--- src/hdl/tlb_defines.svh ---
`ifndef TLB_DEFINES_SVH
`define TLB_DEFINES_SVH

// number of TLB entries and the width of an entry index
`define TLB_NUM     16
`define TLB_IDX_WD  4

// virtual page pair number, va[31:13]
`define VPN2_WD     19

// physical frame number, pa[31:12]
`define PFN_WD      20

// address space id
`define ASID_WD     8

`endif

--- src/hdl/mmu_pkg.sv ---
`default_nettype none

package mmu_pkg;

    typedef enum logic {
        op_load  = 1'b0,
        op_store = 1'b1
    } acc_op_e;

    // priority order with the earliest check first
    typedef enum logic [2:0] {
        exc_none        = 3'd0,
        exc_adel        = 3'd1,
        exc_ades        = 3'd2,
        exc_tlbl_refill = 3'd3,
        exc_tlbs_refill = 3'd4,
        exc_tlbl_inval  = 3'd5,
        exc_tlbs_inval  = 3'd6,
        exc_mod         = 3'd7
    } exc_code_e;

    typedef enum logic [1:0] {
        bs_idle = 2'd0,
        bs_req  = 2'd1,
        bs_wait = 2'd2
    } bus_state_e;

endpackage

`default_nettype wire

--- src/hdl/tlb.sv ---
`timescale 1ns/1ps
`default_nettype none

`include "tlb_defines.svh"

module tlb #(
    parameter int entry_num = `TLB_NUM,
    parameter int idx_wd    = `TLB_IDX_WD
) (
    input  logic                clk,
    input  logic                reset,
    // search port
    input  logic [`VPN2_WD-1:0] s_vpn2,
    input  logic                s_odd_page,
    input  logic [`ASID_WD-1:0] s_asid,
    output logic                s_found,
    output logic [`PFN_WD-1:0]  s_pfn,
    output logic                s_d,
    output logic                s_v,
    // write port
    input  logic                we,
    input  logic [idx_wd-1:0]   w_index,
    input  logic [`VPN2_WD-1:0] w_vpn2,
    input  logic [`ASID_WD-1:0] w_asid,
    input  logic                w_g,
    input  logic [`PFN_WD-1:0]  w_pfn0,
    input  logic                w_d0,
    input  logic                w_v0,
    input  logic [`PFN_WD-1:0]  w_pfn1,
    input  logic                w_d1,
    input  logic                w_v1
);

    // entry written since reset
    logic                tlb_e    [entry_num];
    logic                tlb_g    [entry_num];
    logic                tlb_v0   [entry_num];
    logic                tlb_v1   [entry_num];
    logic [`VPN2_WD-1:0] tlb_vpn2 [entry_num];
    logic [`ASID_WD-1:0] tlb_asid [entry_num];
    logic [`PFN_WD-1:0]  tlb_pfn0 [entry_num];
    logic                tlb_d0   [entry_num];
    logic [`PFN_WD-1:0]  tlb_pfn1 [entry_num];
    logic                tlb_d1   [entry_num];

    logic [entry_num-1:0] match;

    always_ff @(posedge clk) begin
        if (reset) begin
            for (int i = 0; i < entry_num; i++) begin
                tlb_e[i]  <= 1'b0;
                tlb_g[i]  <= 1'b0;
                tlb_v0[i] <= 1'b0;
                tlb_v1[i] <= 1'b0;
            end
        end else if (we) begin
            tlb_e[w_index]  <= 1'b1;
            tlb_g[w_index]  <= w_g;
            tlb_v0[w_index] <= w_v0;
            tlb_v1[w_index] <= w_v1;
        end
    end

    always_ff @(posedge clk) begin
        if (we) begin
            tlb_vpn2[w_index] <= w_vpn2;
            tlb_asid[w_index] <= w_asid;
            tlb_pfn0[w_index] <= w_pfn0;
            tlb_d0[w_index]   <= w_d0;
            tlb_pfn1[w_index] <= w_pfn1;
            tlb_d1[w_index]   <= w_d1;
        end
    end

    always_comb begin
        for (int i = 0; i < entry_num; i++) begin
            match[i] = tlb_e[i] && (tlb_vpn2[i] == s_vpn2)
                       && (tlb_g[i] || (tlb_asid[i] == s_asid));
        end
    end

    // odd page bit picks the half of the pair
    always_comb begin
        s_pfn = '0;
        s_d   = 1'b0;
        s_v   = 1'b0;
        for (int i = 0; i < entry_num; i++) begin
            if (match[i]) begin
                s_pfn = s_odd_page ? tlb_pfn1[i] : tlb_pfn0[i];
                s_d   = s_odd_page ? tlb_d1[i]   : tlb_d0[i];
                s_v   = s_odd_page ? tlb_v1[i]   : tlb_v0[i];
            end
        end
    end

    assign s_found = |match;

    // software must never load overlapping entries
    assert property (@(posedge clk) disable iff (reset) $onehot0(match))
        else $error("tlb: more than one entry matches vpn2 %h", s_vpn2);

endmodule

`default_nettype wire

--- src/hdl/addr_check_stage.sv ---
`timescale 1ns/1ps
`default_nettype none

module addr_check_stage
    import mmu_pkg::*;
(
    input  logic        clk,
    input  logic        reset,
    input  logic        req_valid,
    input  acc_op_e     req_op,
    input  logic [31:0] req_vaddr,
    input  logic [31:0] req_wdata,
    input  logic [3:0]  req_wstrb,
    input  logic        tx_allowin,
    output logic        req_allowin,
    output logic        ac_to_tx_valid,
    output acc_op_e     ac_op,
    output logic [31:0] ac_vaddr,
    output logic [31:0] ac_wdata,
    output logic [3:0]  ac_wstrb,
    output exc_code_e   ac_exc
);

    exc_code_e align_exc;

    // word accesses only
    always_comb begin
        if (req_vaddr[1:0] != 2'b00) begin
            align_exc = (req_op == op_store) ? exc_ades : exc_adel;
        end else begin
            align_exc = exc_none;
        end
    end

    // the item leaves once downstream takes it
    assign req_allowin = !ac_to_tx_valid || tx_allowin;

    always_ff @(posedge clk) begin
        if (reset) begin
            ac_to_tx_valid <= 1'b0;
        end else if (req_allowin) begin
            ac_to_tx_valid <= req_valid;
        end
    end

    always_ff @(posedge clk) begin
        if (req_valid && req_allowin) begin
            ac_op    <= req_op;
            ac_vaddr <= req_vaddr;
            ac_wdata <= req_wdata;
            ac_wstrb <= req_wstrb;
            ac_exc   <= align_exc;
        end
    end

    assert property (@(posedge clk) reset |=> !ac_to_tx_valid)
        else $error("addr_check_stage: valid set right after reset");

endmodule

`default_nettype wire

--- src/hdl/tlb_xlat_stage.sv ---
`timescale 1ns/1ps
`default_nettype none

`include "tlb_defines.svh"

module tlb_xlat_stage
    import mmu_pkg::*;
(
    input  logic                clk,
    input  logic                reset,
    input  logic                ac_to_tx_valid,
    input  acc_op_e             ac_op,
    input  logic [31:0]         ac_vaddr,
    input  logic [31:0]         ac_wdata,
    input  logic [3:0]          ac_wstrb,
    input  exc_code_e           ac_exc,
    input  logic [`ASID_WD-1:0] asid,
    input  logic                s_found,
    input  logic [`PFN_WD-1:0]  s_pfn,
    input  logic                s_d,
    input  logic                s_v,
    input  logic                ba_allowin,
    output logic                tx_allowin,
    output logic [`VPN2_WD-1:0] s_vpn2,
    output logic                s_odd_page,
    output logic [`ASID_WD-1:0] s_asid,
    output logic                tx_to_ba_valid,
    output acc_op_e             ba_op,
    output logic [31:0]         ba_paddr,
    output logic [31:0]         ba_wdata,
    output logic [3:0]          ba_wstrb,
    output exc_code_e           ba_exc
);

    acc_op_e     tx_op;
    logic [31:0] tx_vaddr;
    logic [31:0] tx_wdata;
    logic [3:0]  tx_wstrb;
    exc_code_e   tx_exc;

    assign tx_allowin = !tx_to_ba_valid || ba_allowin;

    always_ff @(posedge clk) begin
        if (reset) begin
            tx_to_ba_valid <= 1'b0;
        end else if (tx_allowin) begin
            tx_to_ba_valid <= ac_to_tx_valid;
        end
    end

    always_ff @(posedge clk) begin
        if (ac_to_tx_valid && tx_allowin) begin
            tx_op    <= ac_op;
            tx_vaddr <= ac_vaddr;
            tx_wdata <= ac_wdata;
            tx_wstrb <= ac_wstrb;
            tx_exc   <= ac_exc;
        end
    end

    // same-cycle search on the held item
    assign s_vpn2     = tx_vaddr[31:13];
    assign s_odd_page = tx_vaddr[12];
    assign s_asid     = asid;

    // address error from the first stage outranks every tlb fault
    always_comb begin
        if (tx_exc != exc_none) begin
            ba_exc = tx_exc;
        end else if (!s_found) begin
            ba_exc = (tx_op == op_store) ? exc_tlbs_refill : exc_tlbl_refill;
        end else if (!s_v) begin
            ba_exc = (tx_op == op_store) ? exc_tlbs_inval : exc_tlbl_inval;
        end else if (tx_op == op_store && !s_d) begin
            ba_exc = exc_mod;
        end else begin
            ba_exc = exc_none;
        end
    end

    assign ba_paddr = {s_pfn, tx_vaddr[11:0]};
    assign ba_op    = tx_op;
    assign ba_wdata = tx_wdata;
    assign ba_wstrb = tx_wstrb;

endmodule

`default_nettype wire

--- src/hdl/bus_access_stage.sv ---
`timescale 1ns/1ps
`default_nettype none

module bus_access_stage
    import mmu_pkg::*;
(
    input  logic        clk,
    input  logic        reset,
    input  logic        tx_to_ba_valid,
    input  acc_op_e     ba_op,
    input  logic [31:0] ba_paddr,
    input  logic [31:0] ba_wdata,
    input  logic [3:0]  ba_wstrb,
    input  exc_code_e   ba_exc,
    input  logic        data_sram_addr_ok,
    input  logic        data_sram_data_ok,
    input  logic [31:0] data_sram_rdata,
    output logic        ba_allowin,
    output logic        data_sram_req,
    output logic        data_sram_wr,
    output logic [3:0]  data_sram_wstrb,
    output logic [31:0] data_sram_addr,
    output logic [31:0] data_sram_wdata,
    output logic        resp_valid,
    output exc_code_e   resp_exc,
    output logic [31:0] resp_rdata
);

    bus_state_e  state;
    logic        item_valid;
    acc_op_e     item_op;
    logic [31:0] item_paddr;
    logic [31:0] item_wdata;
    logic [3:0]  item_wstrb;
    exc_code_e   item_exc;
    logic        item_done;
    logic        take_new;

    // faults skip the bus and finish right away
    assign item_done = item_valid
                       && ((item_exc != exc_none) || (state == bs_wait && data_sram_data_ok));
    assign ba_allowin = !item_valid || item_done;
    assign take_new   = tx_to_ba_valid && ba_allowin && (ba_exc == exc_none);

    always_ff @(posedge clk) begin
        if (reset) begin
            item_valid <= 1'b0;
        end else if (ba_allowin) begin
            item_valid <= tx_to_ba_valid;
        end
    end

    always_ff @(posedge clk) begin
        if (tx_to_ba_valid && ba_allowin) begin
            item_op    <= ba_op;
            item_paddr <= ba_paddr;
            item_wdata <= ba_wdata;
            item_wstrb <= ba_wstrb;
            item_exc   <= ba_exc;
        end
    end

    always_ff @(posedge clk) begin
        if (reset) begin
            state <= bs_idle;
        end else begin
            case (state)
                bs_idle: if (take_new) state <= bs_req;
                bs_req:  if (data_sram_addr_ok) state <= bs_wait;
                bs_wait: if (data_sram_data_ok) state <= take_new ? bs_req : bs_idle;
                default: state <= bs_idle;
            endcase
        end
    end

    assign data_sram_req   = (state == bs_req);
    assign data_sram_wr    = (item_op == op_store);
    assign data_sram_wstrb = item_wstrb;
    assign data_sram_addr  = item_paddr;
    assign data_sram_wdata = item_wdata;

    always_ff @(posedge clk) begin
        if (reset) begin
            resp_valid <= 1'b0;
        end else begin
            resp_valid <= item_done;
        end
    end

    // only a clean load returns data
    always_ff @(posedge clk) begin
        if (item_done) begin
            resp_exc   <= item_exc;
            resp_rdata <= (item_exc == exc_none && item_op == op_load) ? data_sram_rdata : '0;
        end
    end

    assert property (@(posedge clk) disable iff (reset)
        data_sram_req && !data_sram_addr_ok |=> data_sram_req && $stable(data_sram_addr))
        else $error("bus_access_stage: req dropped or addr changed before addr_ok");

    assert property (@(posedge clk) disable iff (reset) state == bs_idle |-> !data_sram_data_ok)
        else $error("bus_access_stage: data_ok with no transaction outstanding");

endmodule

`default_nettype wire

--- src/hdl/mem_xlat_top.sv ---
`timescale 1ns/1ps
`default_nettype none

`include "tlb_defines.svh"

module mem_xlat_top
    import mmu_pkg::*;
(
    input  logic                  clk,
    input  logic                  reset,
    // request side
    input  logic                  req_valid,
    input  acc_op_e               req_op,
    input  logic [31:0]           req_vaddr,
    input  logic [31:0]           req_wdata,
    input  logic [3:0]            req_wstrb,
    output logic                  req_allowin,
    input  logic [`ASID_WD-1:0]   asid,
    // tlb write port
    input  logic                  tlb_we,
    input  logic [`TLB_IDX_WD-1:0] tlb_w_index,
    input  logic [`VPN2_WD-1:0]   tlb_w_vpn2,
    input  logic [`ASID_WD-1:0]   tlb_w_asid,
    input  logic                  tlb_w_g,
    input  logic [`PFN_WD-1:0]    tlb_w_pfn0,
    input  logic                  tlb_w_d0,
    input  logic                  tlb_w_v0,
    input  logic [`PFN_WD-1:0]    tlb_w_pfn1,
    input  logic                  tlb_w_d1,
    input  logic                  tlb_w_v1,
    // sram-like data bus
    output logic                  data_sram_req,
    output logic                  data_sram_wr,
    output logic [3:0]            data_sram_wstrb,
    output logic [31:0]           data_sram_addr,
    output logic [31:0]           data_sram_wdata,
    input  logic                  data_sram_addr_ok,
    input  logic                  data_sram_data_ok,
    input  logic [31:0]           data_sram_rdata,
    // response strobe
    output logic                  resp_valid,
    output exc_code_e             resp_exc,
    output logic [31:0]           resp_rdata
);

    logic                tx_allowin;
    logic                ba_allowin;
    logic                ac_to_tx_valid;
    logic                tx_to_ba_valid;
    acc_op_e             ac_op;
    logic [31:0]         ac_vaddr;
    logic [31:0]         ac_wdata;
    logic [3:0]          ac_wstrb;
    exc_code_e           ac_exc;
    acc_op_e             ba_op;
    logic [31:0]         ba_paddr;
    logic [31:0]         ba_wdata;
    logic [3:0]          ba_wstrb;
    exc_code_e           ba_exc;

    // tlb search port
    logic [`VPN2_WD-1:0] s_vpn2;
    logic                s_odd_page;
    logic [`ASID_WD-1:0] s_asid;
    logic                s_found;
    logic [`PFN_WD-1:0]  s_pfn;
    logic                s_d;
    logic                s_v;

    addr_check_stage i_addr_check_stage (.*);

    tlb_xlat_stage i_tlb_xlat_stage (.*);

    bus_access_stage i_bus_access_stage (.*);

    tlb #(
        .entry_num (`TLB_NUM),
        .idx_wd    (`TLB_IDX_WD)
    ) i_tlb (
        .clk,
        .reset,
        .s_vpn2,
        .s_odd_page,
        .s_asid,
        .s_found,
        .s_pfn,
        .s_d,
        .s_v,
        .we        (tlb_we),
        .w_index   (tlb_w_index),
        .w_vpn2    (tlb_w_vpn2),
        .w_asid    (tlb_w_asid),
        .w_g       (tlb_w_g),
        .w_pfn0    (tlb_w_pfn0),
        .w_d0      (tlb_w_d0),
        .w_v0      (tlb_w_v0),
        .w_pfn1    (tlb_w_pfn1),
        .w_d1      (tlb_w_d1),
        .w_v1      (tlb_w_v1)
    );

endmodule

`default_nettype wire

--- config.mk ---
export PLATFORM = sky130hd
export DESIGN_NAME = mem_xlat_top
export DESIGN_NICKNAME = d
export VERILOG_FILES = /design/src/hdl/mmu_pkg.sv /design/src/hdl/tlb.sv /design/src/hdl/addr_check_stage.sv /design/src/hdl/tlb_xlat_stage.sv /design/src/hdl/bus_access_stage.sv /design/src/hdl/mem_xlat_top.sv
export VERILOG_INCLUDE_DIRS = /design/src /design/src/hdl
export SDC_FILE = /design/constraint.sdc
export NUM_CORES = 2
export LEC_CHECK = 0
export BUFFER_PORTS_ARGS = -buffer_cell sky130_fd_sc_hd__clkbuf_2
export CAP_MARGIN = 20
export CORE_MARGIN = 2
export CORE_UTILIZATION = 55
export DETAILED_ROUTE_END_ITERATION = 8
export GPL_TIMING_DRIVEN = 0
export PLACE_DENSITY_LB_ADDON = 0.3
export SLEW_MARGIN = 20
export SYNTH_ARGS = -nofsm -noshare
export SYNTH_HDL_FRONTEND = slang
export SYNTH_SLANG_ARGS = --single-unit
--- constraint.sdc ---
create_clock -name clk -period 7.26 [get_ports clk]
set_input_delay 1.452 -clock clk [delete_from_list [all_inputs] [get_ports clk]]
set_output_delay 1.452 -clock clk [all_outputs]
set_load 0.03 [all_outputs]
==> results.cfg <==
[floorplan]
fp-row-count = 116
die_w_um = 322.5
design.portCount = 298
core_area_um2 = 100300
die-height_um = 322.5
die_area_um2 = 104000
start_util_pct = 55.63

[clock_network]
cts_root_buf = clkbuf_16
clk_pin_slew_ps = 60
cts_resized = 0
clkLatencyLatePin_ps = 740
cts.sinks = 1423
cts_hold_buffers = 0
numCtsBuffers = 143
clk_path_buf_depth = 3
cts_tree = done
post_cts_buffers = 0
htree_num_levels = 4

[timing]
worstMarginPinSlew_ps = 960.4
max_freq_mhz = 195.3
setup_violations = 0
slew_violations = 0
rsz0062_at_grt = no
skew_ps = 29.16
fin_crit_sh_pct = 70.53
finalCriticalPeriod_ps = 5121
hold_viol_final = 0
finalSetupTns_ps = 0
maxSlewHeadroom_pct = 35.97

[global_routing]
track_usage_pct = 24.93
grt_pass1_wl_mm = 189.6
antenna_found_initial = 5
overflow = 0
grt_pass1_vias = 30256
grt_max_degree = 30

[finish]
stdcell_count = 5160
area_growth_pct = 16.61
fin_nets = 3878
design_area_um2 = 65050
drive_gt1_share_pct = 21.77

[worst_setup_path]
arrival_ps = 5540
path_max_fanout = 10
cp_cell_sequence = buf_2 -> buf_4 -> xor2_1 -> nor4_1 -> a21oi_1 -> or3_1 -> nor2_1 -> buf_2 -> a221oi_1 -> a221o_1 -> a221oi_1 -> o221ai_1
criticalPathCategory = in -> reg
r2r_slack_ps = 2200
r2r_cells = 12
critPathSlowestCell = nor4_1
worstPathRequired_ps = 7680
start_kind = primary input
critPathLaunch = asid[0]
crit_end = i_bus_access_stage.data_sram_addr[16]$_DFFE_PP_
rr_endpoint = i_bus_access_stage.data_sram_addr[16]$_DFFE_PP_
crit_path_end_kind = register
regToRegStartpoint = i_tlb_xlat_stage.tx_vaddr[20]$_DFFE_PP_
slowest_delay_ps = 710

[routing]
detail-route-antenna-nets = 0
drt_iter0_markers = 3019
drc = 0
wire_per_inst_um = 24.99
num_vias = 29811
routed_via_density = 5.777
drt-total-wl_mm = 129.0
firstDrtPassIters = 6

[min_path]
hp-class = reg -> reg

[yosys]
synth_xor_area_share_pct = 6.782
synth-adder-area-share_pct = 0
yosys.area_share.simple_pct = 4.878
synthArstFlopShare_pct = 0
synth-seq-cells = 1423
netlist_instances = 3195
synth_ff_type = edfxtp_1
synth_nets = 3386
synthMuxAreaShare_pct = 6.753
avgSynthCellArea_um2 = 17.46
netlist-cell-type-count = 67
syn_area_um2 = 55790
ys_warn_count = 0
yosysSeqAreaShare_pct = 76.20
synth_edf_count = 1401
synth_top_family_by_area = XOR/XNOR gates
synth-compound-area-share_pct = 3.871

[placed_design]
hpwl_mm = 85.71
gp_congestion = 0.8700
placed_cell_area_um2 = 60530
dp_cells = 4899
port_buffers = 289

[pwr]
power_density_nw_per_um2 = 266.3
p_leak_nw = 22.20
fin_total_pwr_mw = 17.32
peakVddDrop_mv = 0.2247

[outcome]
outcome = completed

[job]
maxCapViolations = 0
-- layer usage --
layer	share of wire [%]	global-route usage (%)
met5	0.0016	0
met3	6.9	4.050
met2	51	42.61
met1	39	32.82
met4	2.7	8.089
-- where the power goes --
group / switching (mW) / internal [mW] / total, mW
clock: 2.97 / 4.12 / 7.09
sequential: 0.0627 / 9.26 / 9.33
combinational: 0.588 / 0.323 / 0.911
-- Yosys cell counts, types with 6 or more instances --
master	number	area (um^2)
edfxtp_1	1401	42070
xor2_1	302	2645
mux2i_1	184	1842
mux2_2	170	1914
xnor2_1	130	1139
nor2_1	92	345.3
o21ai_0	83	415.4
and2_1	81	506.7
nor4_1	81	506.7
a221oi_1	80	700.7
clkbuf_1	80	300.3
nand2_1	79	296.5
nand3_1	60	300.3
buf_2	43	215.2
a21oi_1	42	210.2
nand4_1	40	250.2
buf_4	25	187.7
dfxtp_1	22	440.4
o221ai_1	21	183.9
a221o_1	20	200.2
o22ai_1	20	125.1
or2_2	17	106.4
buf_1	16	60.06
nor2b_1	9	56.30
nor3_1	9	45.04
inv_1	7	26.28
or3_1	6	37.54
or4_1	6	45.04
-- cells in the final DEF, fill, tap and decap left out, types with 41 or more instances in the layout --
cell	n
edfxtp_1	1401
xor2_1	302
clkbuf_2	289
mux2i_1	184
mux2_2	170
clkbuf_16	153
xnor2_1	130
clkbuf_1	119
o21ai_0	83
nor4_1	81
and2_1	81
a221oi_1	80
nand2_1	79
nor2_1	74
nand3_1	60
buf_2	43
a21oi_1	41
-- cell type report --
cell class	instances	area (um^2)
inverters	7	26.28
repair buffers	347	2854
clock buffers	195	4016
flip-flops and latches	1423	42510
diodes	4	10.01
well taps	1357	1698
multi-input cells	1596	12620
fillers	6875	35240
plain buffers	169	819.5
clock inverters	62	499.2
-- logic make-up (layout without fill, tap and decap cells) --
family          after synthesis  after routing
simple gates                505            505
other cells                   0              4
buf+inv                     176            780
flops                      1423           1423
mux                         355            355
compound gates              304            304
xor+xnor                    432            432
-- per-stage QoR --
stage          utilization [%]  hold slack (ps)  setup slack (ps)
2_1_floorplan                -            400.3              1324
3_3_place_gp             58.76            400.3             -1190
4_1_cts                  64.85            415.9              2308
5_1_grt                  64.86            422.3              2137
3_5_place_dp             60.35            404.5              1547
6_report                 64.86            412.7              2139
-- registers in the layout (all words and copies together), names as in the netlist, 3 cells and up --
name,count
i_tlb.tlb_pfn0,320
i_tlb.tlb_pfn1,320
i_tlb.tlb_vpn2,304
i_tlb.tlb_asid,128
i_addr_check_stage.ac_vaddr,32
i_addr_check_stage.ac_wdata,32
i_bus_access_stage.data_sram_addr,32
i_bus_access_stage.data_sram_wdata,32
i_bus_access_stage.resp_rdata,32
i_tlb_xlat_stage.ba_wdata,32
i_tlb_xlat_stage.tx_vaddr,32
i_tlb.tlb_d0,16
i_tlb.tlb_d1,16
i_tlb.tlb_e,16
i_tlb.tlb_g,16
i_tlb.tlb_v0,16
i_tlb.tlb_v1,16
i_addr_check_stage.ac_wstrb,4
i_bus_access_stage.data_sram_wstrb,4
i_tlb_xlat_stage.ba_wstrb,4
i_bus_access_stage.item_exc,3
i_bus_access_stage.resp_exc,3
-- worst min-delay path by stage --
stage / cells after the start / from / end / slack, ps
6_report: 0 / i_addr_check_stage.ac_wdata[26]$_DFFE_PP_ / i_tlb_xlat_stage.ba_wdata[26]$_DFFE_PP_ / 410
5_1_grt: 0 / i_addr_check_stage.ac_wdata[23]$_DFFE_PP_ / i_tlb_xlat_stage.ba_wdata[23]$_DFFE_PP_ / 420
4_1_cts: 0 / i_addr_check_stage.ac_wdata[26]$_DFFE_PP_ / i_tlb_xlat_stage.ba_wdata[26]$_DFFE_PP_ / 420
3_5_place_dp: 0 / i_tlb_xlat_stage.tx_vaddr[10]$_DFFE_PP_ / i_bus_access_stage.data_sram_addr[10]$_DFFE_PP_ / 400
3_3_place_gp: 0 / i_tlb_xlat_stage.ba_wdata[2]$_DFFE_PP_ / i_bus_access_stage.data_sram_wdata[2]$_DFFE_PP_ / 400
2_1_floorplan: 0 / i_tlb_xlat_stage.tx_vaddr[0]$_DFFE_PP_ / i_bus_access_stage.data_sram_addr[0]$_DFFE_PP_ / 400
-- critical path: cells and delay by family --
kind,cells,cell delay [ps]
buf+inv,3,860
compound gates,5,1530
simple gates,3,1580
xor+xnor,1,100
Note: power is estimated with default switching activity, not from simulation.
